<file path="config.mk">
export PLATFORM = sky130hd
export DESIGN_NAME = playerLane
export DESIGN_NICKNAME = d
export VERILOG_FILES = /design/src/gamePkg.sv /design/src/playerLane.sv
export SDC_FILE = /design/constraint.sdc
export NUM_CORES = 1
export LEC_CHECK = 0
export BUFFER_PORTS_ARGS = -buffer_cell sky130_fd_sc_hd__buf_2
export CORE_AREA = 2 2 39 41
export DETAILED_ROUTE_END_ITERATION = 12
export DIE_AREA = 0 0 41 43
export PLACE_DENSITY_LB_ADDON = 0.1
export SETUP_SLACK_MARGIN = 0.3
export SLEW_MARGIN = 20
export SYNTH_ARGS = -nofsm -noshare
export SYNTH_HDL_FRONTEND = slang
export SYNTH_SLANG_ARGS = --single-unit
</file>
<file path="constraint.sdc">
create_clock -name clk -period 1.71 [get_ports clk]
set_input_delay 0.171 -clock clk [delete_from_list [all_inputs] [get_ports clk]]
set_output_delay 0.171 -clock clk [all_outputs]
set_load 0.1 [all_outputs]
</file>
<file path="src/gamePkg.sv">
package gamePkg;
	typedef logic [7:0] xCoord_t; // 0..159
	typedef logic [6:0] yCoord_t; // 0..119
	typedef logic [2:0] colour_t; // one bit each of r, g, b

	// playfield
	localparam int screenWidth = 160;
	localparam int screenHeight = 120;

	// lanes, left edge of each column
	localparam int laneCount = 4;
	typedef logic [$clog2(laneCount)-1:0] laneIdx_t;
	localparam xCoord_t laneX [laneCount] = '{8'd14, 8'd54, 8'd94, 8'd134};

	// object geometry
	localparam yCoord_t playerY = 7'd99; // player never leaves this row
	localparam int objectSize = 10; // player and enemies are square
	localparam int bulletSize = 4;
	localparam int bulletOffset = 3; // roughly centres the bullet on the player
	localparam int bulletStep = 4; // rise per move tick

	// per lane fall speed and colour
	localparam yCoord_t enemyStep [laneCount] = '{7'd4, 7'd2, 7'd3, 7'd1};
	localparam colour_t enemyColour [laneCount] = '{3'd5, 3'd3, 3'd4, 3'd6};
	localparam colour_t playerColour = 3'd7; // white
	localparam colour_t bulletColour = 3'd7;

	// counters
	localparam int healthStart = 3;
	localparam int scoreWidth = 8;
endpackage

</file>
<file path="src/playerLane.sv">
`timescale 1ns/1ps

module playerLane import gamePkg::*; (
	input logic clk,
	input logic rstN,
	input logic moveTick,
	input logic moveLeft,
	input logic moveRight,
	output xCoord_t playerX
);
	laneIdx_t lane; // current lane, 0 is leftmost
	logic armed; // keys released since last accepted press
	logic pending; // press waiting for the next move tick
	logic pendRight; // direction of the pending press
	logic onePress;

	assign onePress = moveLeft ^ moveRight; // both held counts as no press
	assign playerX = laneX[lane];

	always_ff @(posedge clk or negedge rstN) begin
		if (!rstN) begin
			lane <= '0;
			armed <= 1'b1;
			pending <= 1'b0;
			pendRight <= 1'b0;
		end else begin
			// apply a latched press, clamp at either edge
			if (moveTick && pending) begin
				pending <= 1'b0;
				if (pendRight && lane != laneIdx_t'(laneCount - 1))
					lane <= lane + 1'b1;
				else if (!pendRight && lane != '0)
					lane <= lane - 1'b1;
			end
			// a held key only ever gives one step
			if (!moveLeft && !moveRight)
				armed <= 1'b1;
			else if (onePress && armed) begin
				armed <= 1'b0;
				pending <= 1'b1; // overrides the clear above if same cycle
				pendRight <= moveRight;
			end
		end
	end

	// lane moves at most one step per tick and never wraps
	assert property (@(posedge clk) disable iff (!rstN)
		lane == $past(lane) || int'(lane) == int'($past(lane)) + 1
			|| int'(lane) + 1 == int'($past(lane)));
endmodule

</file>
Word level (Yosys, flattened, before mapping)
Cells that the tools add are included.
Widths: inputs -> output; s select.
{"block": "totals", "register_bits": 5, "latch_bits": 0, "ramBits": 0, "romBits": 0, "inputBits": 5, "out_inout_bits": 8, "memories": 0}
{"block": "classes", "addsub": 2, "multipliers": 0, "n_div": 0, "magnitude_cmp": 1, "eq_ne": 1, "shifts": 0, "mux": 10, "bitwise": 3, "reduce_logical": 13}
{"operator": "$bmux 8 s2", "n": 1}
{"operator": "$mux 8", "n": 2}
{"operator": "$reduce_bool 2->1", "n": 3}
{"operator": "$logic_and 1x1->1", "n": 5}
{"operator": "$mux 1", "n": 5}
{"operator": "$mux 2", "n": 2}
{"operator": "$reduce_and 2->1", "n": 2}
{"operator": "$ge 3x3->1 const B", "n": 1}
{"operator": "$logic_not 1->1", "n": 3}
{"operator": "$not 2->3", "n": 1}
{"operator": "$add 2x1->2 const B", "n": 1}
{"operator": "$ne 2x2->1 const B", "n": 1}
{"operator": "$sub 2x1->2 const B", "n": 1}
{"operator": "$not 1->1", "n": 1}
{"operator": "$xor 1x1->1", "n": 1}

Longest topological paths before layout
{"block": "depth", "ltp_word": 4, "depth_mapped": 6}

Least setup slack after synthesis
No wires, ideal clock.
{"block": "synth_timing", "path_type": "reg2out", "start": "register lane[0]", "end": "output port playerX[3]", "arrival_time_ps": 1936, "required_time_ps": 1539, "path_slack_ps": -397, "stages_incl_launch_ff": 4, "path_cell_list": "dfrtp_1 -> inv_1 -> ha_1 -> or2_2"}
{"block": "synth_between", "elab_chain_cells": 4}
{"element": "start: declaration", "line_no": "playerLane.sv:11", "text": "laneIdx_t lane;"}
{"element": "start signal: assignment", "line_no": "playerLane.sv:31", "text": "lane <= lane + 1'b1;"}
{"element": "start signal: assignment", "line_no": "playerLane.sv:33", "text": "lane <= lane - 1'b1;"}
{"element": "$not 2->3 (implied by the code)", "line_no": "playerLane.sv:18", "text": "assign playerX = laneX[lane];"}
{"element": "$bmux 8 s2", "line_no": "playerLane.sv:18"}
{"element": "$mux 8 (implied by the code) (2 in a row)", "line_no": "playerLane.sv:18"}
{"element": "end: declaration", "line_no": "playerLane.sv:9", "text": "output xCoord_t playerX"}
Every way passes these cells. The select of a mux whose other input is x is not followed.

Worst setup path after layout
{"block": "layout_timing", "start": "register lane[1]", "end": "output port playerX[3]"}
Same word-level chain as after synthesis.

==> qor.txt <==
status = completed
total routing usage reported by global routing = 0.107
post-route antenna net violation count = 0
fraction of the cycle the final worst path needs = 0.845
fraction of layout instances using a drive strength above 1 = 0.642
Initial Utilization = 0.265
kind of start point of the critical path = flop
shortest clock period the worst path allows after layout = 1.45 ns
synthesized flop and latch total = 5
average cell area after synthesis = 10.5 µm²
clk slew on worst S/H paths = 0.04 ns
Max Slew Vio Count = 0
Fin. Hold Viols = 0
via density per instance = 3.97
post-synthesis cell area = 367 µm²
wire length of the first global-routing pass = 1160 µm
final net count = 65
data required time at the worst endpoint = 1.54 ns
Std-Cell Core Area = 0.00138 mm²
Highest Clock Rate = 692 MHz
buffer depth of the longest clock path = 2
post-detailed-placement half-perimeter wirelength = 576 µm
setup total negative slack = 0 ns
most used cells in the layout excluding fill and tap cells = sky130_fd_sc_hd__buf_4 (5), sky130_fd_sc_hd__inv_1 (4), sky130_fd_sc_hd__ha_4 (4), sky130_fd_sc_hd__buf_2 (4), sky130_fd_sc_hd__buf_6 (4)
clock buffers created by TritonCTS = 3
number of warnings reported in the yosys synthesis log = 0
Routed Wire Length = 680 µm
count of buffers inserted at the top-level ports = 9
unrepaired setup endpoints after global routing = yes
placement row count = 14
min-delay worst type = in2reg
horizontal die dimension = 41 µm
final worst clock skew = 0.00332 ns
element type at the critical path end = primary output
total via count in the routed design = 274
GRT overflow = 0
Vert. Die Dim = 43 µm
clock tree from TritonCTS = done
data arrival time of the worst path = 1.27 ns
number of endpoints failing setup at the final stage = 0
initial antenna violation count = 0
clk root buf = sky130_fd_sc_hd__clkbuf_4
cell count after synthesis = 35
CTS H-tree depth = 1
leading cell type in the layout, fill and taps excluded = sky130_fd_sc_hd__buf_4
startpoint-to-endpoint class of the critical path = reg2out
Residual DRC = 0
number of DRC violations after detailed-routing iteration 0 = 0
crit path max fanout = 4
TritonCTS sink count = 5
reported max-cap violation count = 0
latest clock arrival within the worst-skew pair = 0.24 ns
detailed-route wire length per cell = 9.86 µm
top-level port count = 13
sequential share of the synthesized area = 0.345
placer's final routability congestion estimate = 0.674
area of the die = 0.00176 mm²
vias in the first global route = 302
end-of-flow core utilization = 0.440
Cell variety after synth = 17
number of detailed-route iterations in the first pass = 1
Area growth, synth to finish = 66.2%
largest net degree at the start of global routing = 6
Antenna Diode Count = 0
## area by class of cell
type / count / area (µm²)
Multi-Input combinational cell: 22 / 259
Clock buffer: 4 / 26.3
Timing Repair Buffer: 16 / 153
Fill cell: 139 / 774
Sequential cell: 5 / 129
Tap cell: 16 / 20.0
Inverter: 6 / 22.5
## critical path: stages (launching register included)
cell,delay (ns)
sky130_fd_sc_hd__dfrtp_2,0.44
sky130_fd_sc_hd__ha_4,0.17
sky130_fd_sc_hd__or2_4,0.25
sky130_fd_sc_hd__buf_12,0.16
## cells in the mapped netlist
cell / number / area share
sky130_fd_sc_hd__ha_1: 6 / 0.20
sky130_fd_sc_hd__inv_1: 6 / 0.061
sky130_fd_sc_hd__dfrtp_1: 4 / 0.27
sky130_fd_sc_hd__buf_4: 3 / 0.061
sky130_fd_sc_hd__conb_1: 2 / 0.020
sky130_fd_sc_hd__o21ai_0: 2 / 0.027
sky130_fd_sc_hd__xnor2_2: 2 / 0.089
sky130_fd_sc_hd__a21o_1: 1 / 0.020
sky130_fd_sc_hd__and2b_2: 1 / 0.024
sky130_fd_sc_hd__and3_4: 1 / 0.031
sky130_fd_sc_hd__dfstp_2: 1 / 0.072
sky130_fd_sc_hd__mux2i_1: 1 / 0.027
sky130_fd_sc_hd__nand2_1: 1 / 0.010
sky130_fd_sc_hd__nand2_2: 1 / 0.017
sky130_fd_sc_hd__nand3b_1: 1 / 0.020
sky130_fd_sc_hd__or2_2: 1 / 0.017
sky130_fd_sc_hd__xnor2_1: 1 / 0.024
## path summary, 6_finish.rpt
check	start	slack, ns	endpoint	cells past startpoint
worst max-delay path	lane[1]	0.26	playerX[3]	3
worst min-delay path	moveTick	0.13	pending	2
worst max register to register	lane[1]	0.31	lane[1]	6
worst min register to register	armed	0.53	armed	1
max in group asynchronous	rstN	1.23	armed	2
min in group asynchronous	rstN	0.27	lane[1]	2
## cell families (layout without fill, tap and decap cells)
group | after synthesis | count (layout) | share of synthesized area
flip-flops | 5 | 5 | 0.345
AND/OR/NAND/NOR | 6 | 6 | 0.119
other | 2 | 3 | 0.0205
XOR/XNOR | 3 | 3 | 0.113
adder cells (fa/ha/maj) | 6 | 6 | 0.205
buffers and inverters | 9 | 26 | 0.123
multiplexers | 1 | 1 | 0.0273
AO/OA/AOI/OAI | 3 | 3 | 0.0478
## sequential cells by signal (all words and copies together) (netlist names)
signal and count:
pendRight 1, pending 1, armed 1, lane 2
## timing repair
item,4_1_cts,5_1_grt
buffers inserted,6,0
hold endpoints to repair,5,0
gates resized for setup,10,3
hold buffers,1,0
setup endpoints to repair,6,5
pin swaps,3,2
## stage by stage
stage          cell area (µm²)  setup WS (ns)  cells  hold WS (ns)
2_1_floorplan              405          0.208     36        -0.125
3_3_place_gp               478          0.299     58      -0.00786
3_5_place_dp               478          0.246     58      -0.00407
4_1_cts                    598          0.243     69         0.133
5_1_grt                    609          0.217     69         0.123
6_report                   609          0.265     69         0.133
## metal layers
layer	track usage	vias to the layer above	wire length (µm)
met4	0.100	0	22
li1	-	136	-
met5	0	-	0
met1	0.0882	123	226
met3	0.0366	3	44
met2	0.178	12	386
Power is not shown: default switching activity piles up to over one toggle a cycle in this logic, so the estimate is an artifact.
