<file path="src/gamePkg.sv">
package gamePkg;
	typedef logic [7:0] xCoord_t; // 0..159
	typedef logic [6:0] yCoord_t; // 0..119
	typedef logic [2:0] colour_t; // one bit each of r, g, b

	// playfield
	localparam int screenWidth = 160;
	localparam int screenHeight = 120;

	// lanes, left edge of each column
	localparam int laneCount = 4;
	typedef logic [$clog2(laneCount)-1:0] laneIdx_t;
	localparam xCoord_t laneX [laneCount] = '{8'd14, 8'd54, 8'd94, 8'd134};

	// object geometry
	localparam yCoord_t playerY = 7'd99; // player never leaves this row
	localparam int objectSize = 10; // player and enemies are square
	localparam int bulletSize = 4;
	localparam int bulletOffset = 3; // roughly centres the bullet on the player
	localparam int bulletStep = 4; // rise per move tick

	// per lane fall speed and colour
	localparam yCoord_t enemyStep [laneCount] = '{7'd4, 7'd2, 7'd3, 7'd1};
	localparam colour_t enemyColour [laneCount] = '{3'd5, 3'd3, 3'd4, 3'd6};
	localparam colour_t playerColour = 3'd7; // white
	localparam colour_t bulletColour = 3'd7;

	// counters
	localparam int healthStart = 3;
	localparam int scoreWidth = 8;
endpackage

</file>
<file path="src/rectRaster.sv">
`timescale 1ns/1ps

module rectRaster import gamePkg::*; (
	input logic clk,
	input logic rstN,
	input logic rectStart,
	input xCoord_t rectX,
	input yCoord_t rectY,
	input xCoord_t rectWidth,
	input yCoord_t rectHeight,
	input colour_t rectColour,
	output xCoord_t pixelX,
	output yCoord_t pixelY,
	output colour_t pixelColour,
	output logic pixelPlot,
	output logic rectDone
);
	xCoord_t baseX, sizeW, col; // latched origin and width, column counter
	yCoord_t baseY, sizeH, row;
	colour_t colour;
	logic busy; // scan in progress
	logic lastCol;

	assign lastCol = (col == sizeW - 8'd1);
	assign rectDone = busy && lastCol && (row == sizeH - 7'd1); // with the last pixel
	assign pixelPlot = busy;
	assign pixelX = baseX + col;
	assign pixelY = baseY + row;
	assign pixelColour = colour;

	always_ff @(posedge clk or negedge rstN) begin
		if (!rstN) begin
			busy <= 1'b0;
			col <= '0;
			row <= '0;
		end else if (rectStart) begin
			busy <= 1'b1; // first pixel next cycle
			col <= '0;
			row <= '0;
		end else if (busy) begin
			if (rectDone)
				busy <= 1'b0;
			else if (lastCol) begin
				col <= '0; // next row
				row <= row + 7'd1;
			end else
				col <= col + 8'd1;
		end
	end

	// rectangle held for the whole scan
	always_ff @(posedge clk) begin
		if (rectStart) begin
			baseX <= rectX;
			baseY <= rectY;
			sizeW <= rectWidth;
			sizeH <= rectHeight;
			colour <= rectColour;
		end
	end

	// sequencer must wait for rectDone
	assert property (@(posedge clk) disable iff (!rstN) rectStart |-> !busy);
endmodule

</file>
<file path="config.mk">
export PLATFORM = sky130hd
export DESIGN_NAME = rectRaster
export DESIGN_NICKNAME = d
export VERILOG_FILES = /design/src/gamePkg.sv /design/src/rectRaster.sv
export SDC_FILE = /design/constraint.sdc
export NUM_CORES = 1
export LEC_CHECK = 0
export CORE_ASPECT_RATIO = 0.9
export CORE_MARGIN = 5
export CORE_UTILIZATION = 55
export CTS_CLUSTER_SIZE = 8
export DETAILED_ROUTE_END_ITERATION = 7
export DONT_BUFFER_PORTS = 1
export PLACE_DENSITY_LB_ADDON = 0.12
export SETUP_SLACK_MARGIN = 0.02
export SLEW_MARGIN = 30
export SYNTH_ARGS = -nofsm -noshare
export SYNTH_HDL_FRONTEND = slang
export SYNTH_SLANG_ARGS = --single-unit
</file>
<file path="constraint.sdc">
create_clock -name clk -period 3.6 [get_ports clk]
set_input_delay 0.18 -clock clk [delete_from_list [all_inputs] [get_ports clk]]
set_output_delay 0.18 -clock clk [all_outputs]
set_load 0.03 [all_outputs]
</file>
Word level (Yosys, flattened, before mapping) --
Index checks and enable logic that the tools add are counted.
Storage, ports and cells: bits in registers 49, input port bits 36
Operators by class: mux-type cells 11, reductions and logical operators 6, add/sub/neg operators 6, equal/unequal tests 3
Operator list (count):
- 8-bit 2-to-1 mux | 4
- 7-bit 2-to-1 mux | 4
- 8-bit by 1-bit adder with 8-bit output, second input constant | 1
- 8-bit adder | 1
- 8-bit equality test | 1
- 8-bit by 1-bit subtractor with 8-bit output, second input constant | 1
- 7-bit by 1-bit adder with 7-bit output, second input constant | 1
- 7-bit adder | 1
- 7-bit equality test | 1
- 7-bit by 1-bit subtractor with 7-bit output, second input constant | 1
- 2-bit nonzero test | 2
- 1-bit 2-to-1 mux | 3
- 3-bit AND reduction | 1
- 1-bit logical AND | 2
- 2-bit != test, second input constant | 1
- 2-bit AND reduction | 1

Longest topological paths before layout --
word-level depth 7, mapped depth 10

Worst setup path before layout --
Ideal clock, no wire load.
path type register to output, start register sizeW[0], end output port rectDone, cell stages (with the launch flop) 9, slack 1.261 ns, data arrival time 2.159 ns, cells stage by stage edfxtp_1 inv_1 ha_1 xor2_1 nand2_1 nor4b_1 and4_2 nand2_1 nor3_1
On the way: longest elaborated chain between the ends 4
RTL lines:
- from (decl) | line rectRaster.sv:18 | xCoord_t baseX, sizeW, col;
- from (signal assigned) | line rectRaster.sv:56 | sizeW <= rectWidth;
- 8-bit by 1-bit subtractor with 8-bit output | line rectRaster.sv:24 | assign lastCol = (col == sizeW - 8'd1);
- 8-bit equality test | line rectRaster.sv:24
- 1-bit logical AND (2 in a row) | line rectRaster.sv:25 | assign rectDone = busy && lastCol && (row == sizeH - 7'd1);
- to (decl) | line rectRaster.sv:16 | output logic rectDone
Every way passes these cells.

Worst setup path in the final report --
start register col[0], end output port pixelX[6]
On the way: longest elaborated chain between the ends 1
RTL lines:
- from (decl) | line rectRaster.sv:18
- from (signal assigned) | line rectRaster.sv:47 | col <= col + 8'd1;
- 8-bit adder | line rectRaster.sv:27 | assign pixelX = baseX + col;
- to (decl) | line rectRaster.sv:12 | output xCoord_t pixelX,
Every way passes these cells.

==> impl_metrics.json <==
{
  "post-route-min-period_ps": 2850,
  "crit_path_end_kind": "output pin",
  "synth_area_leaders": "edfxtp_1 (36%), dfrtp_1 (14%), ha_1 (7.7%)",
  "core_area_um2": 4860,
  "setup_viol": 0,
  "insertion_delay_ps": 300,
  "arrival_ps": 2670,
  "top_usage_layer": "met2",
  "use_met1_pct": 23.1,
  "clock_path_buffers": 2,
  "drc": 0,
  "fp-row-count": 24,
  "initial_core_util_pct": 57.0,
  "synth-edff-count": 33,
  "cts_tree": "yes",
  "final_max_slew_viol_count": 0,
  "gr-total-overflow": 0,
  "synth-seq-cells": 49,
  "power_density_nw_per_um2": 385,
  "met2_usage_pct": 29.7,
  "diodes": 0,
  "first_global_vias": 2046,
  "fillers": 370,
  "synth_ff_type": "edfxtp_1",
  "slew_headroom_pct": 48.2,
  "vdd_ir_drop_max_v": 0.000271,
  "hold_viol": 0,
  "worst_clock_skew_ps": 7.00,
  "final-seq-area_um2": 1390,
  "yosysSeqAreaShare_pct": 50.2,
  "drtAntennaViolNets": 0,
  "cts_root_buffer": "clkbuf_8",
  "stdcell_count": 355,
  "cts_inserted_buffers": 5,
  "syn_inst": 250,
  "start_kind": "flop",
  "gp_congestion": 0.873,
  "max_cap_viol_count": 0,
  "p_leak_nw": 1.34,
  "dpl.hpwl_um": 3850,
  "drt_pre_antenna_iters": 4,
  "grt_use_met3_pct": 6.67,
  "pre_cts_slack_ps": 820,
  "async_reset_ff_share_pct": 32.7,
  "fin_setup_tns_ps": 0,
  "vias_per_cell": 5.66,
  "grt_pass1_wl_um": 9540,
  "die_w_um": 84.8,
  "grt_max_degree": 45,
  "ios": 56,
  "reg2reg_slack_ps": 830,
  "critPathRequiredTime_ps": 3420,
  "ys_warn_count": 0,
  "multi_input_area_um2": 1290,
  "path_class": "reg2out",
  "synth_fp_nets": 305,
  "fmax_ghz": 0.350,
  "placed_cells": 312,
  "grt_setup_unrepaired": "no",
  "vias": 2008,
  "grt_usage_pct": 18.1,
  "drive_gt1_share_pct": 5.17,
  "synth.distinct_cells": 41,
  "syn-cell-area_um2": 2770,
  "cts_sinks": 49,
  "finalCritPeriodShare_pct": 79.3,
  "htreeDepth": 2,
  "synth_top_area_share_pct": 35.8,
  "fin_ws_ps": 745,
  "hold_class": "in2reg",
  "path_clk_slew_ps": 100,
  "areaGrowthSynthToFinish_pct": 19.8,
  "tightest_slew_ps": 771,
  "wl_per_cell_um": 16.1,
  "synth_area_per_cell_um2": 11.1,
  "dr.first_iter.drc_count": 68,
  "portBuffers": 0,
  "dieHeight_um": 77.3,
  "postCtsSetupBuffers": 0,
  "die-area_um2": 6560,
  "utilization_pct": 68.2,
  "wl_um": 5730,
  "synth_top_area_cell": "edfxtp_1",
  "outcome": "finished clean",
  "post_cts_resized": 0,
  "antenna_found_initial": 0,
  "cp_max_fo": 8,
  "fin_nets": 344
}
-- cell usage in the layout (no fill, tap or decap), drive strengths merged, types with 10 or more instances in the layout --
cell	count
xnor2	20
inv	19
dfrtp	16
dlygate4sd3	34
nor2	10
ha	17
nand2	10
o21ai	15
edfxtp	33
xor2	11
a21oi	23
-- area by class of cell --
class | instances | area share [%]
Clock buffer | 5 | 2.07
Clock inverter | 3 | 1.39
Inverter | 19 | 2.15
Multi-Input combinational cell | 178 | 38.9
Sequential cell | 49 | 41.9
Tap cell | 65 | 2.45
Timing Repair Buffer | 36 | 11.1
-- registers in the layout, indices dropped and copies added (netlist names) --
register and flops:
sizeW 8, col 8, pixelPlot 1, row 7, baseY 7, sizeH 7, baseX 8, pixelColour 3
-- metal layers --
metal  share of wire (%)  vias up  routed length [um]
li1                    -      994                   -
met1                  45      959                2580
met2                  47       50                2720
met3                 6.8        5                 387
met4                0.77        0                  44
met5                   0        -                   0
-- critical path: stages (launching register included) --
cell,delay [ps]
dfrtp_1,540
ha_1,240
inv_1,60
fa_1,400
inv_1,90
a21oi_1,70
o21bai_1,210
a21o_1,160
a21oi_1,70
xnor2_1,550
-- synthesized netlist by cell type, drive strengths merged (2+ instances only) --
library cell  number
a21o               4
a21oi             23
a31o               2
and2               2
clkbuf             3
dfrtp             16
edfxtp            33
fa                 2
ha                17
inv               19
mux2i              4
nand2             10
nand2b             5
nand3              7
nand3b             4
nand4              6
nor2              10
nor3               5
nor4b              2
o21ai             15
o21bai             4
o31ai              3
or3                9
or4                2
xnor2             20
xor2              11
-- repair_timing --
item,4_1_cts,5_1_grt
hold buffers,35,0
endpoints found under the setup margin,0,0
endpoints found under the hold margin,93,0
-- cells by family (layout without fill, tap and decap cells) --
family                   count (synthesis)  in the layout  share of synthesized area, %
AO/OA/AOI/OAI                           57             57                          12.5
XOR/XNOR                                31             31                          9.80
adder cells (fa/ha/maj)                 19             19                          9.12
buffers and inverters                   23             63                          3.16
flip-flops                              49             49                          50.2
multiplexers                             4              4                          1.44
AND/OR/NAND/NOR                         67             67                          13.8
-- report_power, final --
part / switching, mW / internal [mW] / leakage [nW]
Combinational: 0.121 / 0.0831 / 0.744
Sequential: 0.0349 / 0.640 / 0.539
Clock: 0.192 / 0.208 / 0.0543
Total: 0.348 / 0.931 / 1.34
-- per-stage QoR --
stage          cell area (um2)  power [mW]  hold slack [ps]
4_1_cts                   3320        1.28              181
3_3_place_gp              2840       0.842             -115
2_1_floorplan             2770       0.820             -116
5_1_grt                   3320        1.34              196
6_report                  3320        1.28              182
3_5_place_dp              2840       0.845             -115
-- worst paths after layout --
kind                            from         to  cells after the start
max                           col[0]  pixelX[6]                      9
min                        rectStart     col[6]                      2
max reg2reg                 sizeH[2]     row[6]                      7
min reg2reg                   col[7]     col[7]                      2
max in group asynchronous       rstN     row[5]                      1
min in group asynchronous       rstN     col[7]                      1
No activity file was read; power rests on OpenSTA's default activity.
