<file path="src/gamePkg.sv">
package gamePkg;
	typedef logic [7:0] xCoord_t; // 0..159
	typedef logic [6:0] yCoord_t; // 0..119
	typedef logic [2:0] colour_t; // one bit each of r, g, b

	// playfield
	localparam int screenWidth = 160;
	localparam int screenHeight = 120;

	// lanes, left edge of each column
	localparam int laneCount = 4;
	typedef logic [$clog2(laneCount)-1:0] laneIdx_t;
	localparam xCoord_t laneX [laneCount] = '{8'd14, 8'd54, 8'd94, 8'd134};

	// object geometry
	localparam yCoord_t playerY = 7'd99; // player never leaves this row
	localparam int objectSize = 10; // player and enemies are square
	localparam int bulletSize = 4;
	localparam int bulletOffset = 3; // roughly centres the bullet on the player
	localparam int bulletStep = 4; // rise per move tick

	// per lane fall speed and colour
	localparam yCoord_t enemyStep [laneCount] = '{7'd4, 7'd2, 7'd3, 7'd1};
	localparam colour_t enemyColour [laneCount] = '{3'd5, 3'd3, 3'd4, 3'd6};
	localparam colour_t playerColour = 3'd7; // white
	localparam colour_t bulletColour = 3'd7;

	// counters
	localparam int healthStart = 3;
	localparam int scoreWidth = 8;
endpackage

</file>
<file path="src/collisionScore.sv">
`timescale 1ns/1ps

module collisionScore import gamePkg::*; (
	input logic clk,
	input logic rstN,
	input logic frameTick,
	input xCoord_t playerX,
	input xCoord_t bulletX,
	input yCoord_t bulletY,
	input logic bulletActive,
	input yCoord_t enemyY0,
	input yCoord_t enemyY1,
	input yCoord_t enemyY2,
	input yCoord_t enemyY3,
	output logic moveTick,
	output logic bulletHit, // retires the bullet
	output logic [laneCount-1:0] respawn, // per lane, bullet or player contact
	output logic [scoreWidth-1:0] score,
	output logic [1:0] health,
	output logic gameOver
);
	yCoord_t enemyYs [laneCount];
	logic [laneCount-1:0] bulletOver, playerOver; // raw overlaps
	logic [laneCount-1:0] bulletHits; // gated to the tick
	logic playerHit;

	// strict overlap of two squares, shared edges do not count
	function automatic logic overlap(input int ax, input int ay, input int aSize,
			input int bx, input int by, input int bSize);
		return (ax < bx + bSize) && (bx < ax + aSize) && (ay < by + bSize) && (by < ay + aSize);
	endfunction

	assign enemyYs = '{enemyY0, enemyY1, enemyY2, enemyY3};

	always_comb begin
		for (int k = 0; k < laneCount; k++) begin
			bulletOver[k] = bulletActive &&
				overlap(bulletX, bulletY, bulletSize, laneX[k], enemyYs[k], objectSize);
			playerOver[k] = overlap(playerX, playerY, objectSize, laneX[k], enemyYs[k], objectSize);
		end
	end

	assign gameOver = (health == 2'd0);
	assign moveTick = frameTick && !gameOver; // everything freezes once dead
	assign bulletHits = bulletOver & {laneCount{moveTick}};
	assign bulletHit = |bulletHits;
	assign playerHit = moveTick && |playerOver;
	assign respawn = (bulletOver | playerOver) & {laneCount{moveTick}};

	always_ff @(posedge clk or negedge rstN) begin
		if (!rstN) begin
			score <= '0;
			health <= 2'(healthStart);
		end else begin
			score <= score + scoreWidth'($countones(bulletHits));
			if (playerHit)
				health <= health - 2'd1; // never underflows, hits stop at zero
		end
	end

	// health only goes down
	assert property (@(posedge clk) disable iff (!rstN) health <= $past(health));
endmodule

</file>
<file path="config.mk">
export PLATFORM = sky130hd
export DESIGN_NAME = collisionScore
export DESIGN_NICKNAME = d
export VERILOG_FILES = /design/src/gamePkg.sv /design/src/collisionScore.sv
export SDC_FILE = /design/constraint.sdc
export NUM_CORES = 1
export LEC_CHECK = 0
export ABC_AREA = 1
export BUFFER_PORTS_ARGS = -buffer_cell sky130_fd_sc_hd__buf_2
export CORE_MARGIN = 2
export CORE_UTILIZATION = 56
export CTS_CLUSTER_DIAMETER = 150
export DETAILED_ROUTE_END_ITERATION = 12
export PLACE_DENSITY_LB_ADDON = 0.2
export SLEW_MARGIN = 20
export SYNTH_ARGS = -nofsm -noshare
export SYNTH_HDL_FRONTEND = slang
export SYNTH_SLANG_ARGS = --single-unit
</file>
<file path="constraint.sdc">
create_clock -name clk -period 3.86 [get_ports clk]
set_clock_uncertainty 0.1 [all_clocks]
set_input_delay 0.965 -clock clk [delete_from_list [all_inputs] [get_ports clk]]
set_output_delay 0.965 -clock clk [all_outputs]
set_load 0.03 [all_outputs]
</file>
== Word level (Yosys, flattened, before mapping) ==
Cells that the tools add are included.
Storage, ports and cells
  input bits: 55
  register bits: 10
  logic and storage cells: 83
  output and inout port bits: 17
Operators by class
  add/sub/neg operators: 12
  bitwise logic cells: 3
  order comparisons: 32
  reductions and logical operators: 34
Operators with widths (number)
  8-bit by 32-bit < comparator with 1-bit output: 7
  5-bit by 32-bit < comparator with 1-bit output (first input constant): 2
  7-bit by 32-bit < comparator with 1-bit output (first input constant): 2
  8-bit by 32-bit < comparator with 1-bit output (first input constant): 2
  7-bit by 4-bit adder with 8-bit output (second input constant): 4
  7-bit by 8-bit < comparator with 1-bit output (first input constant): 4
  8-bit by 7-bit < comparator with 1-bit output (second input constant): 4
  1-bit logical AND: 30
  7-bit < comparator (second input constant): 4
  8-bit by 9-bit < comparator with 1-bit output (first input constant): 2
  8-bit by 5-bit < comparator with 1-bit output (second input constant): 2
  8-bit < comparator (second input constant): 2
  8-bit by 3-bit adder with 9-bit output (second input constant): 1
  8-bit by 4-bit adder with 9-bit output (second input constant): 1
  7-bit by 3-bit adder with 8-bit output (second input constant): 1
  8-bit by 3-bit adder with 8-bit output: 1
  4-bit AND: 2
  7-bit by 8-bit < comparator with 1-bit output: 1
  4-bit OR reduction: 2
  1-bit by 1-bit adder with 2-bit output: 2
  4-bit bitwise OR: 1
  2-bit by 2-bit adder with 3-bit output: 1
  2-bit logical NOT: 1
  2-bit by 1-bit subtractor with 2-bit output (second input constant): 1
  1-bit logical NOT: 1

== Depth between registers and ports, before layout ==
  word-level depth: 10
  mapped depth: 23
  mapped depth without buffers: 23

== Worst setup path after synthesis ==
Ideal clock, no wire load.
  path kind: input-to-reg
  start point: in bulletY[2]
  end point: reg score[6]
  setup slack: -0.247 ns
  required time: 3.680 ns
  data arrival time: 3.927 ns
  cell stages on the path: 18
  buffers on the path: 0
  path through: ha_1 -> nand3_1 -> xor2_1 -> ha_1 -> a21oi_1 -> o21a_1 -> nand2_1 -> nand2_1 -> inv_1 -> nor2_1 -> inv_1 -> fa_1 -> fa_1 -> inv_1 -> fa_1 -> nand3_1 -> nor3_1 -> xor2_1
On the way
  longest elaborated chain between the ends: 8
  elaborated cells between the ends (all ways): 26
  classes of those cells: add/sub: 5; order compare: 8; bitwise: 1; reduce/logical: 12
Ends and longest elaborated chain
  start: declaration: RTL line collisionScore.sv:9  | input yCoord_t bulletY,
  7-bit by 3-bit adder with 8-bit output / 8-bit by 32-bit < comparator with 1-bit output (equally long branches): RTL line collisionScore.sv:30  | return (ax < bx + bSize) && (bx < ax + aSize) && (ay < by + bSize) && (by < ay + aSize);
  8-bit by 32-bit < comparator with 1-bit output (tied with other cells): RTL line collisionScore.sv:30
  1-bit logical AND: RTL line collisionScore.sv:30
  1-bit logical AND: RTL line collisionScore.sv:37  | bulletOver[k] = bulletActive &&
  4-bit AND *: RTL line collisionScore.sv:45  | assign bulletHits = bulletOver & {laneCount{moveTick}};
  1-bit by 1-bit adder with 2-bit output (implied by the code): RTL line collisionScore.sv:55  | score <= score + scoreWidth'($countones(bulletHits));
  2-bit by 2-bit adder with 3-bit output (implied by the code) *: RTL line collisionScore.sv:55
  8-bit by 3-bit adder with 8-bit output *: RTL line collisionScore.sv:55
  end signal: assignment: RTL line collisionScore.sv:55
  end: declaration: RTL line collisionScore.sv:18  | output logic [scoreWidth-1:0] score,
Every way passes the cells marked *; elsewhere a longest branch is shown, timed or not.
A chain may end at the register's enable or synchronous reset.

== Final worst setup path ==
  start point: in bulletY[2]
  end point: reg score[2]
Same word-level chain as after synthesis.

==> load_flow_metrics.sql <==
INSERT INTO impl_metrics (metric_group, metric, value, unit) VALUES
('outcome', 'outcome', 'finished with violations', ''),
('grt', 'grt_antenna_before_repair', '0', ''),
('yosys', 'synth_edf_count', '0', ''),
('sta', 'period_needed', '4.12', 'ns'),
('sta', 'post-route-period-util', '107', '%'),
('routing', 'finalWirelength', '14800', 'um'),
('yosys', 'synth_flop_cell', 'sky130_fd_sc_hd__dfrtp_1', ''),
('grt', 'grt_util_all_layers', '33.7', '%'),
('layout', 'antenna-diode-count', '0', ''),
('power', 'intPower', '546', 'uW'),
('floorplanning', 'core', '0.00517', 'mm2'),
('floorplanning', 'die_w', '77.8', 'um'),
('routing', 'drt_drc_violations_left', '0', ''),
('floorplanning', 'floorplan.initialDensity', '59.0', '%'),
('layout', 'leading_cell_type_in_the_layout_fill_and_taps_excluded', 'sky130_fd_sc_hd__nand2_1', ''),
('cts', 'cts_tree', 'done', ''),
('floorplanning', 'rows', '26', ''),
('grt', 'grt_start_max_net_pins', '11', ''),
('yosys', 'synthArstFlopShare', '100', '%'),
('setup_path', 'crit_arrival', '4.15', 'ns'),
('power', 'power_switching', '574', 'uW'),
('job', 'drv.max_cap_violation_count', '0', ''),
('yosys', 'yosysTopAreaCell', 'sky130_fd_sc_hd__ha_1', ''),
('yosys', 'synth-seq-area-share', '8.29', '%'),
('sta', 'setup_viol', '12', ''),
('cts', 'number_of_levels_in_the_clock_h_tree', '1', ''),
('yosys', 'synthesized_netlist_net_count', '613', ''),
('routing', 'drt_pass_1_iters', '7', ''),
('outcome', 'failed_checks', 'setup timing', ''),
('sta', 'rsz_0062_raised_after_global_routing', 'true', ''),
('yosys', 'gate_count_post_synth', '489', ''),
('setup_path', 'worstPathCellList', 'buf_12, buf_4, ha_1, a21oi_1, o21ai_1, a21oi_2, nor2_1, nor2_1, nand4_1, buf_4, buf_4, buf_4, fa_2, inv_2, fa_2, buf_4, xor2_1', ''),
('setup_path', 'critical-path-top-delay-family', 'buffers and inverters', ''),
('routing', 'wl_per_cell', '21.0', 'um'),
('place', 'post-dp-hpwl', '7590', 'um'),
('power', 'netSwitchingFraction', '51.3', '%'),
('sta', 'timing.hold.ws', '0.376', 'ns'),
('cts', 'clkLatencyLatePin', '0.24', 'ns'),
('cts', 'clk_pin_slew_worst_paths', '0.05', 'ns'),
('power', 'static_leakage', '2.59', 'nW'),
('setup_path', 'cp_data_required_time', '3.89', 'ns'),
('setup_path', 'critPathMostFrequentCell', 'sky130_fd_sc_hd__buf_4', ''),
('grt', 'globalRoute.totalOverflow', '0', ''),
('yosys', 'mean_area_per_synthesized_cell', '6.24', 'um2'),
('grt', 'grt_pass1_wl', '16900', 'um'),
('floorplanning', 'die-area', '0.00605', 'mm2'),
('layout', 'layout.nets', '760', ''),
('place', 'numPortBuffers', '71', ''),
('power', 'power-per-cell-area', '233', 'mW/mm2'),
('routing', 'drt_antenna_net_count', '0', ''),
('setup_path', 'worst_path_max_delay_cell', 'sky130_fd_sc_hd__fa_2', ''),
('layout', 'mostFrequentLayoutCells', '98 x sky130_fd_sc_hd__nand2_1, 69 x sky130_fd_sc_hd__buf_4, 67 x sky130_fd_sc_hd__inv_1', ''),
('floorplanning', 'ioPinCount', '72', ''),
('yosys', 'synth_seq_cells', '10', ''),
('layout', 'finish.utilization', '92.9', '%'),
('sta', 'max_slew_margin', '73.0', '%'),
('sta', 'max_slew.worst_pin.slew', '0.405', 'ns'),
('floorplanning', 'floorplan.die.height', '77.8', 'um'),
('setup_path', 'kind_of_critical_path', 'input pin to flop', ''),
('yosys', 'yosys.cell_types.count', '33', ''),
('cts', 'numCtsBuffers', '3', ''),
('yosys', 'synth.area.top_cells', 'sky130_fd_sc_hd__ha_1 27%, sky130_fd_sc_hd__nand2_1 16%, sky130_fd_sc_hd__inv_1 9.8%', ''),
('power', 'comb_power_share', '72.3', '%'),
('yosys', 'yosys_warnings', '0', ''),
('layout', 'filler_cell_count', '183', ''),
('min_path', 'hold_path_class', 'flop to flop', ''),
('layout', 'final_layout_size_suffix_gt1_share', '43.3', '%'),
('layout', 'area_growth_syn_to_layout', '57.7', '%'),
('setup_path', 'crit_path_max_incr_delay', '0.36', 'ns'),
('routing', 'detailedRoute.firstIterationViolations', '569', ''),
('sta', 'finalWorstSetupSlack', '-0.258', 'ns');
metrics by stage:
stage	area, um2	total power, mW
floorplan	3090	0.536
global placement	3980	0.739
detailed placement	3980	0.775
CTS	4300	0.943
global route	4810	1.16
finish	4810	1.12
final timing paths:
check / to / cells past startpoint / start
worst min-delay path: score[7]$_DFF_PN0_ / 1 / score[7]$_DFF_PN0_
min in group asynchronous: score[7]$_DFF_PN0_ / 1 / rstN
max in group asynchronous: health[1]$_DFFE_PN1P_ / 1 / rstN
worst max-delay path: score[2]$_DFF_PN0_ / 17 / bulletY[2]
worst min register to register: score[7]$_DFF_PN0_ / 1 / score[7]$_DFF_PN0_
worst max register to register: score[2]$_DFF_PN0_ / 12 / health[0]$_DFFE_PN1P_
flip-flops by register name (all words and copies together) (netlist names):
signal and count:
health 2, score 8
cells by family after synthesis:
logic type / after synthesis / share of synthesized area (%)
simple gates: 254 / 37.8
buf+inv: 85 / 10.8
fa+ha+maj: 69 / 29.1
compound gates: 58 / 10.3
xor+xnor: 13 / 3.73
flops: 10 / 8.29
power groups by stage:
stage | registers [mW] | logic [mW] | clock network [mW]
after floorplan | 0.225 | 0.311 | 0
after global placement | 0.170 | 0.569 | 0
after detailed placement | 0.173 | 0.602 | 0
after CTS | 0.173 | 0.640 | 0.130
after global routing | 0.180 | 0.848 | 0.136
final | 0.178 | 0.810 | 0.131
cells in the mapped netlist (3+ instances only):
cell type	number
sky130_fd_sc_hd__nand2_1	127
sky130_fd_sc_hd__nand2_2	11
sky130_fd_sc_hd__xor2_1	11
sky130_fd_sc_hd__ha_1	66
sky130_fd_sc_hd__nand3_1	44
sky130_fd_sc_hd__nand4_1	14
sky130_fd_sc_hd__nor3_1	7
sky130_fd_sc_hd__nand3b_1	4
sky130_fd_sc_hd__nor2_1	34
sky130_fd_sc_hd__nand3_2	3
sky130_fd_sc_hd__nor2_2	3
sky130_fd_sc_hd__inv_2	3
sky130_fd_sc_hd__o21ai_1	3
sky130_fd_sc_hd__inv_1	80
sky130_fd_sc_hd__dfrtp_1	8
sky130_fd_sc_hd__fa_1	3
sky130_fd_sc_hd__o21ai_0	14
sky130_fd_sc_hd__a21oi_1	31
cell type report:
cell class	instances	share of cell area, %
Clock buffer	4	1.15
Inverter	84	6.66
Multi-Input combinational cell	394	63.6
Sequential cell	10	5.26
Tap cell	70	1.82
Timing Repair Buffer	143	21.5
what timing repair did:
item | CTS | global route
buffers inserted | 10 | 3
endpoints found under the setup margin | 12 | 12
pin swaps | 30 | 60
cloned | 0 | 0
endpoints found under the hold margin | 0 | 0
hold buffers | 0 | 0
resized for setup | 45 | 109
layer usage:
metal	part of all wire, %	vias up	global-route usage, %
li1	-	1895	-
met4	11	0	13.2
met3	11	198	2.67
met1	32	2017	38.6
met2	45	509	64.1
met5	0	-	0
Power figures use the tool's default switching activity.
