--- src/gamePkg.sv ---
package gamePkg;
	typedef logic [7:0] xCoord_t; // 0..159
	typedef logic [6:0] yCoord_t; // 0..119
	typedef logic [2:0] colour_t; // one bit each of r, g, b

	// playfield
	localparam int screenWidth = 160;
	localparam int screenHeight = 120;

	// lanes, left edge of each column
	localparam int laneCount = 4;
	typedef logic [$clog2(laneCount)-1:0] laneIdx_t;
	localparam xCoord_t laneX [laneCount] = '{8'd14, 8'd54, 8'd94, 8'd134};

	// object geometry
	localparam yCoord_t playerY = 7'd99; // player never leaves this row
	localparam int objectSize = 10; // player and enemies are square
	localparam int bulletSize = 4;
	localparam int bulletOffset = 3; // roughly centres the bullet on the player
	localparam int bulletStep = 4; // rise per move tick

	// per lane fall speed and colour
	localparam yCoord_t enemyStep [laneCount] = '{7'd4, 7'd2, 7'd3, 7'd1};
	localparam colour_t enemyColour [laneCount] = '{3'd5, 3'd3, 3'd4, 3'd6};
	localparam colour_t playerColour = 3'd7; // white
	localparam colour_t bulletColour = 3'd7;

	// counters
	localparam int healthStart = 3;
	localparam int scoreWidth = 8;
endpackage

--- src/renderPkg.sv ---
package renderPkg;
	// one state per frame phase
	typedef enum logic [2:0] {
		erase, // full screen to black
		drawPlayer,
		drawEnemy, // walks the four lanes
		drawBullet, // skipped when no bullet in flight
		frameDelay,
		update // frame tick
	} renderState_t;

	// what the rectangle mux is pointed at
	typedef enum logic [1:0] {
		objScreen,
		objPlayer,
		objEnemy,
		objBullet
	} drawObject_t;

	localparam int frameDelayCycles = 64; // idle cycles before the move tick
	typedef logic [$clog2(frameDelayCycles)-1:0] delayCount_t;
endpackage

--- src/frameSequencer.sv ---
`timescale 1ns/1ps

module frameSequencer import gamePkg::*, renderPkg::*; (
	input logic clk,
	input logic rstN,
	input logic rectDone,
	input logic bulletActive,
	input xCoord_t playerX,
	input xCoord_t bulletX,
	input yCoord_t bulletY,
	input yCoord_t enemyY0,
	input yCoord_t enemyY1,
	input yCoord_t enemyY2,
	input yCoord_t enemyY3,
	output logic rectStart,
	output xCoord_t rectX,
	output yCoord_t rectY,
	output xCoord_t rectWidth,
	output yCoord_t rectHeight,
	output colour_t rectColour,
	output logic frameTick
);
	renderState_t state;
	drawObject_t curObject;
	laneIdx_t enemyIdx; // which lane during drawEnemy
	delayCount_t delayCnt;
	logic launch; // start the rectangle of the state just entered
	yCoord_t enemyYs [laneCount];

	assign enemyYs = '{enemyY0, enemyY1, enemyY2, enemyY3};
	assign rectStart = launch;
	assign frameTick = (state == update);

	always_ff @(posedge clk or negedge rstN) begin
		if (!rstN) begin
			state <= erase;
			launch <= 1'b1; // first erase begins right away
			enemyIdx <= '0;
			delayCnt <= '0;
		end else begin
			launch <= 1'b0;
			case (state)
				erase: if (rectDone) begin
					state <= drawPlayer;
					launch <= 1'b1;
				end
				drawPlayer: if (rectDone) begin
					state <= drawEnemy;
					launch <= 1'b1;
				end
				drawEnemy: if (rectDone) begin
					launch <= 1'b1;
					if (enemyIdx == laneIdx_t'(laneCount - 1)) begin
						enemyIdx <= '0;
						state <= bulletActive ? drawBullet : frameDelay;
						launch <= bulletActive; // no bullet, go straight to the delay
					end else
						enemyIdx <= enemyIdx + 1'b1;
				end
				drawBullet: if (rectDone)
					state <= frameDelay;
				frameDelay: begin
					if (delayCnt == delayCount_t'(frameDelayCycles - 1)) begin
						delayCnt <= '0;
						state <= update;
					end else
						delayCnt <= delayCnt + 1'b1;
				end
				default: begin // update lasts one cycle
					state <= erase;
					launch <= 1'b1;
				end
			endcase
		end
	end

	always_comb begin
		case (state)
			drawPlayer: curObject = objPlayer;
			drawEnemy: curObject = objEnemy;
			drawBullet: curObject = objBullet;
			default: curObject = objScreen;
		endcase
	end

	// rectangle mux, stable for the whole scan since movers wait for the tick
	always_comb begin
		rectX = '0;
		rectY = '0;
		rectWidth = xCoord_t'(objectSize);
		rectHeight = yCoord_t'(objectSize);
		rectColour = '0; // black for erase
		case (curObject)
			objPlayer: begin
				rectX = playerX;
				rectY = playerY;
				rectColour = playerColour;
			end
			objEnemy: begin
				rectX = laneX[enemyIdx];
				rectY = enemyYs[enemyIdx];
				rectColour = enemyColour[enemyIdx];
			end
			objBullet: begin
				rectX = bulletX;
				rectY = bulletY;
				rectWidth = xCoord_t'(bulletSize);
				rectHeight = yCoord_t'(bulletSize);
				rectColour = bulletColour;
			end
			default: begin // whole screen
				rectWidth = xCoord_t'(screenWidth);
				rectHeight = yCoord_t'(screenHeight);
			end
		endcase
	end

	// move tick is a single pulse per frame
	assert property (@(posedge clk) disable iff (!rstN) frameTick |=> !frameTick);
endmodule

--- config.mk ---
export PLATFORM = sky130hd
export DESIGN_NAME = frameSequencer
export DESIGN_NICKNAME = d
export VERILOG_FILES = /design/src/gamePkg.sv /design/src/renderPkg.sv /design/src/frameSequencer.sv
export SDC_FILE = /design/constraint.sdc
export NUM_CORES = 1
export LEC_CHECK = 0
export BUFFER_PORTS_ARGS = -buffer_cell sky130_fd_sc_hd__clkbuf_2
export CORE_MARGIN = 1.5
export CORE_UTILIZATION = 38
export CTS_CLUSTER_DIAMETER = 40
export DETAILED_ROUTE_END_ITERATION = 7
export PLACE_DENSITY = 0.76
export REMOVE_ABC_BUFFERS = 1
export SLEW_MARGIN = 20
export SYNTH_ARGS = -nofsm -noshare
export SYNTH_HDL_FRONTEND = slang
export SYNTH_SLANG_ARGS = --single-unit
--- constraint.sdc ---
create_clock -name clk -period 1.9 [get_ports clk]
set_input_delay 0.285 -clock clk [delete_from_list [all_inputs] [get_ports clk]]
set_output_delay 0.285 -clock clk [all_outputs]
set_load 0.01 [all_outputs]
# Word level (Yosys, flattened, before mapping)
# Index checks and enable logic that the tools add are counted.
totals:
  reg_bits: 12
  input_bits: 55
  out_inout_bits: 35
classes:
  add_sub_neg: 2
  order_cmp: 1
  n_eq_ne: 16
  muxes: 29
  bitwise: 1
  reduce_logical: 7
op_table:
  columns: ["operator", "n"]
  rows:
  - ["two-way mux 3 bit", 9]
  - ["case mux 8 bit (3 select lines)", 1]
  - ["case mux 7 bit (3 select lines)", 1]
  - ["binary-select mux 8 bit (select 2 bit)", 1]
  - ["two-way mux 8 bit", 2]
  - ["case mux 8 bit (2 select lines)", 1]
  - ["case mux 3 bit (5 select lines)", 1]
  - ["binary-select mux 7 bit (select 2 bit)", 1]
  - ["two-way mux 7 bit", 2]
  - ["case mux 7 bit (2 select lines)", 1]
  - ["!= test 2 bit, second input constant", 6]
  - ["OR reduction 2 bit", 4]
  - ["adder 6 x 1 -> 6 bit, second input constant", 1]
  - ["binary-select mux 3 bit (select 2 bit)", 1]
  - ["equality test 2 bit, second input constant", 3]
  - ["equality test 3 x 2 -> 1 bit, second input constant", 2]
  - ["equality test 3 bit, second input constant", 2]
  - ["equality test 6 bit, second input constant", 1]
  - ["two-way mux 6 bit", 1]
  - ["case mux 2 bit (3 select lines)", 1]
  - ["case mux 3 bit (2 select lines)", 1]
  - ["AND reduction 6 bit", 1]
  - ["equality test 3 x 1 -> 1 bit, second input constant", 1]
  - [">= comparator 3 bit, second input constant", 1]
  - ["other kinds (8)", 10]

# Depth between registers and ports, before layout
depth:
  word_depth: 5
  ltp_mapped: 9
  ltp_nobuf: 5

# Worst setup path before layout
# OpenSTA, ideal clock, no wires.
synth_path:
  path_kind: "register to output"
  startpoint: "reg state[0]"
  endpoint: "out rectX[5]"
  t_arrival_ns: 1.828
  setup_slack_ns: -0.213
  path_stages_with_launch: 10
  cell_sequence: "dfrtp_1 -> buf_2 -> nand2b_1 -> clkbuf_1 -> inv_1 -> ha_1 -> buf_2 -> buf_2 -> a222oi_1 -> nor2_1"
synth_via:
  elab_chain_cells: 4
  word_cells_on_any_way: 8
  cone_classes: "6 x eq/ne; 2 x mux"
synth_lines:
  columns: ["item", "line", "rtl"]
  rows:
  - ["from (decl)", "frameSequencer.sv:23", "renderState_t state;"]
  - ["from (signal assigned)", "frameSequencer.sv:36", "state <= erase;"]
  - ["from (signal assigned)", "frameSequencer.sv:44", "state <= drawPlayer;"]
  - ["from (signal assigned)", "frameSequencer.sv:48", "state <= drawEnemy;"]
  - ["equality test 3 x 2 -> 1 bit or equality test 3 x 1 -> 1 bit (tied branches)", "frameSequencer.sv:78", "case (state)"]
  - ["case mux 2 bit (3 select lines) *", "frameSequencer.sv:78", null]
  - ["equality test 2 bit or equality test 2 x 1 -> 1 bit (tied branches)", "frameSequencer.sv:93", "case (curObject)"]
  - ["case mux 8 bit (3 select lines) *", "frameSequencer.sv:93", null]
  - ["to (decl)", "frameSequencer.sv:16", "output xCoord_t rectX,"]
# Every way passes the cells marked *; elsewhere a longest branch is shown, timed or not.

# Worst setup path after layout
layout_path:
  startpoint: "reg enemyIdx[0]"
  endpoint: "out rectY[5]"
layout_via:
  elab_chain_cells: 5
layout_lines:
  columns: ["item", "line", "rtl"]
  rows:
  - ["from (decl)", "frameSequencer.sv:25", "laneIdx_t enemyIdx;"]
  - ["from (signal assigned)", "frameSequencer.sv:58", "enemyIdx <= enemyIdx + 1'b1;"]
  - ["inverter 2 -> 3 bit (not written as such)", "frameSequencer.sv:101", "rectY = enemyYs[enemyIdx];"]
  - ["binary-select mux 7 bit (select 2 bit)", "frameSequencer.sv:101", null]
  - ["two-way mux 7 bit (not written as such) (2 in series)", "frameSequencer.sv:101", null]
  - ["case mux 7 bit (3 select lines)", "frameSequencer.sv:93", null]
  - ["to (decl)", "frameSequencer.sv:17", "output yCoord_t rectY,"]
# No other way between the ends. The select of a mux whose other input is x is not followed.

==> impl_metrics.toml <==
[placed_design]
port-buffer-count = 85
globalplace.congestion = 0.818
pre_cts_ws_ps = 42.5
post-dp-hpwl_um = 2610

[global_routing]
grt_pass1_vias = 1157
antenna_found_initial = 0
grt-ovfl-total = 0
grt_first_pass_wirelength_um = 5070
grt_usage = 0.173
grt_max_degree = 17

[synth]
synth-edff-count = 0
async_flop_share = 1.00
synth_top_area_share = 0.208
ys_top_cells_by_area = "dfrtp_1 21%, mux4_2 12%, ha_1 11%, buf_4 6.3%, nor2_1 4.8%"
ys_seq_area_frac = 0.228
netlist_area_um2 = 1320
netlist-cell-type-count = 38
ys_top_cells_by_count = "17 x nor2_1, 12 x ha_1, 11 x buf_4, 11 x dfrtp_1, 9 x a21oi_1"
yosysMostFrequentCell = "nor2_1"
synthCells = 144
synth.largest_area_cell = "dfrtp_1"
synth_warnings = 0
ys_ff_latch = 12
syn-mean-instance-area_um2 = 9.18
synth_ff_type = "dfrtp_1"

[clocking]
cts_buffer_depth = 2
clk_latency_ps = 270
cts_made_buffers = 3
clock_sinks = 12
cts_root_buf = "clkbuf_4"
cts.reportedPaths.clkPinSlew_ps = 70
htree_levels = 1
cts_tree = "done"

[power]
power.leakage_nw = 0.998
powerDensity_nw_per_um2 = 1630
vdd.ir_drop.worst_mv = 0.686
p_total_mw = 3.30

[worst_hold_path]
hold_depth = 3
hold_class = "input pin to flop"

[timing]
max_freq_mhz = 499
tns_ps = -1090
rsz0062_at_grt = "yes"
setup_viol = 14
fin_crit_sh = 1.05
fin_ws_ps = -104
skew_ps = 1.67
hold_viol = 0
slew_viol_final = 0
whs_ps = 302
period_needed_ps = 2000

[routing]
drtPass1Iterations = 5
drt-initial-drc-count = 55
num_vias = 1411
postRouteAntennaNets = 0
wl_per_cell_um = 12.3
via_per_inst = 5.06
routed_wl_um = 3440
drc = 0

[critical_path]
start_kind = "flop"
critPathArrivalTime_ps = 1720
reg2reg_depth = 5
cp_max_fo = 5
endpoint_kind = "output port"
ff2ff_setup_slack_ps = 280
worstPathRequired_ps = 1620
crit_type = "flop to output port"

[status]
status = "complete, but fails checks"
violations = "negative setup slack"

[cells_and_area]
finalNetCount = 301
n_antenna_cell = 0
drive_gt1_frac = 0.592
multi_input_area_um2 = 960
fillers = 299
area_growth_pct = 53.0
seq_area_um2 = 302

[die]
fp.dieW_um = 62.0
initial_core_util = 0.396
core_area_um2 = 3340
die_area_um2 = 3840
die_h_um = 62.0
rows = 21
io_pins = 90

[job]
maxCapViolCount = 0
==> worst max-delay path: stages (launching register included) <==
cell	delay, ps
dfrtp_1	440
buf_6	160
mux4_2	500
a22oi_2	130
o21ai_1	90
clkbuf_2	130
==> worst paths after layout <==
| kind | startpoint | to |
|---|---|---|
| min | bulletActive | state[0]$_DFFE_PN0P_ |
| min in group asynchronous | rstN | delayCnt[0]$_DFFE_PN0N_ |
| max | enemyIdx[0]$_DFFE_PN0P_ | rectY[5] |
| min reg2reg | delayCnt[5]$_DFFE_PN0N_ | delayCnt[5]$_DFFE_PN0N_ |
| max reg2reg | enemyIdx[0]$_DFFE_PN0P_ | state[0]$_DFFE_PN0P_ |
| max in group asynchronous | rstN | rectStart$_DFF_PN1_ |
==> placed cells by master (no fill, tap or decap), types with 2 or more instances in the layout <==
cell      Yosys  layout
clkbuf_2      0      78
nor2_1       17      17
dfrtp_1      11      11
buf_4        11      11
a21oi_1       9       8
a22oi_2       4       8
nand2_1       8       8
ha_1         12       8
mux4_2        7       7
o21ai_1       7       7
buf_2         6       7
buf_6         2       5
inv_1         6       4
a222oi_1      4       4
ha_4          0       4
conb_1        1       4
clkbuf_4      0       3
nand2b_4      0       2
inv_4         0       2
a221oi_2      0       2
o21ai_0       2       2
nand3_1       2       2
xnor2_1       2       2
mux2_1        2       2
nand4_1       2       2
buf_12        0       2
==> timing repair <==
| item | CTS | global route |
|---|---|---|
| pin swaps | 5 | 8 |
| hold buffers | 1 | 0 |
| resized for setup | 19 | 14 |
| cloned | 0 | 1 |
| hold endpoints to repair | 11 | 0 |
| setup endpoints to repair | 18 | 18 |
| buffers inserted | 3 | 1 |
==> sequential cells by signal (all words and copies together), names as in the netlist <==
| register | cells |
|---|---|
| delayCnt | 6 |
| state | 3 |
| enemyIdx | 2 |
| rectStart | 1 |
==> cells by family (layout without fill, tap and decap cells) <==
logic type                 Yosys count  after routing  synth area share
AOI/OAI and AO/OA                   36             36             0.196
xor gates and xnor gates             3              3            0.0199
adders and majority gates           12             12             0.114
buffers and inverters               29            115             0.131
DFF                                 12             12             0.228
muxes                               10             10             0.144
other                                1              4           0.00284
and+or+nand+nor                     41             41             0.165
==> per-layer routing <==
metal | GRT usage | share of wire | routed length (um) | vias up
li1 | - | - | - | 690
met3 | 0.0166 | 0.051 | 177 | 5
met5 | 0 | 0 | 0 | -
met1 | 0.235 | 0.41 | 1400 | 660
met4 | 0.0456 | 0.0076 | 26 | 0
met2 | 0.295 | 0.53 | 1840 | 56
==> power breakdown <==
group	switching [mW]	internal (mW)	total, mW	leakage [nW]
clock	0.0867	0.117	0.203	0.0210
combinational	1.35	1.32	2.67	0.824
sequential	0.0806	0.356	0.436	0.153
==> per-stage QoR <==
stage	cell area, um^2	util	std cells
final	2020	0.606	279
after global routing	2020	0.606	279
after CTS	1950	0.584	277
after detailed placement	1780	0.534	269
after global placement	1780	0.534	269
after floorplan	1180	-	124
==> cell type report <==
cell class,count,share of cell area
clock buffers,4,0.0179
inverters,6,0.0136
multi-input cells,106,0.475
flip-flops and latches,12,0.149
well taps,46,0.0285
repair buffers,105,0.316
No activity file was read; power rests on OpenSTA's default activity.
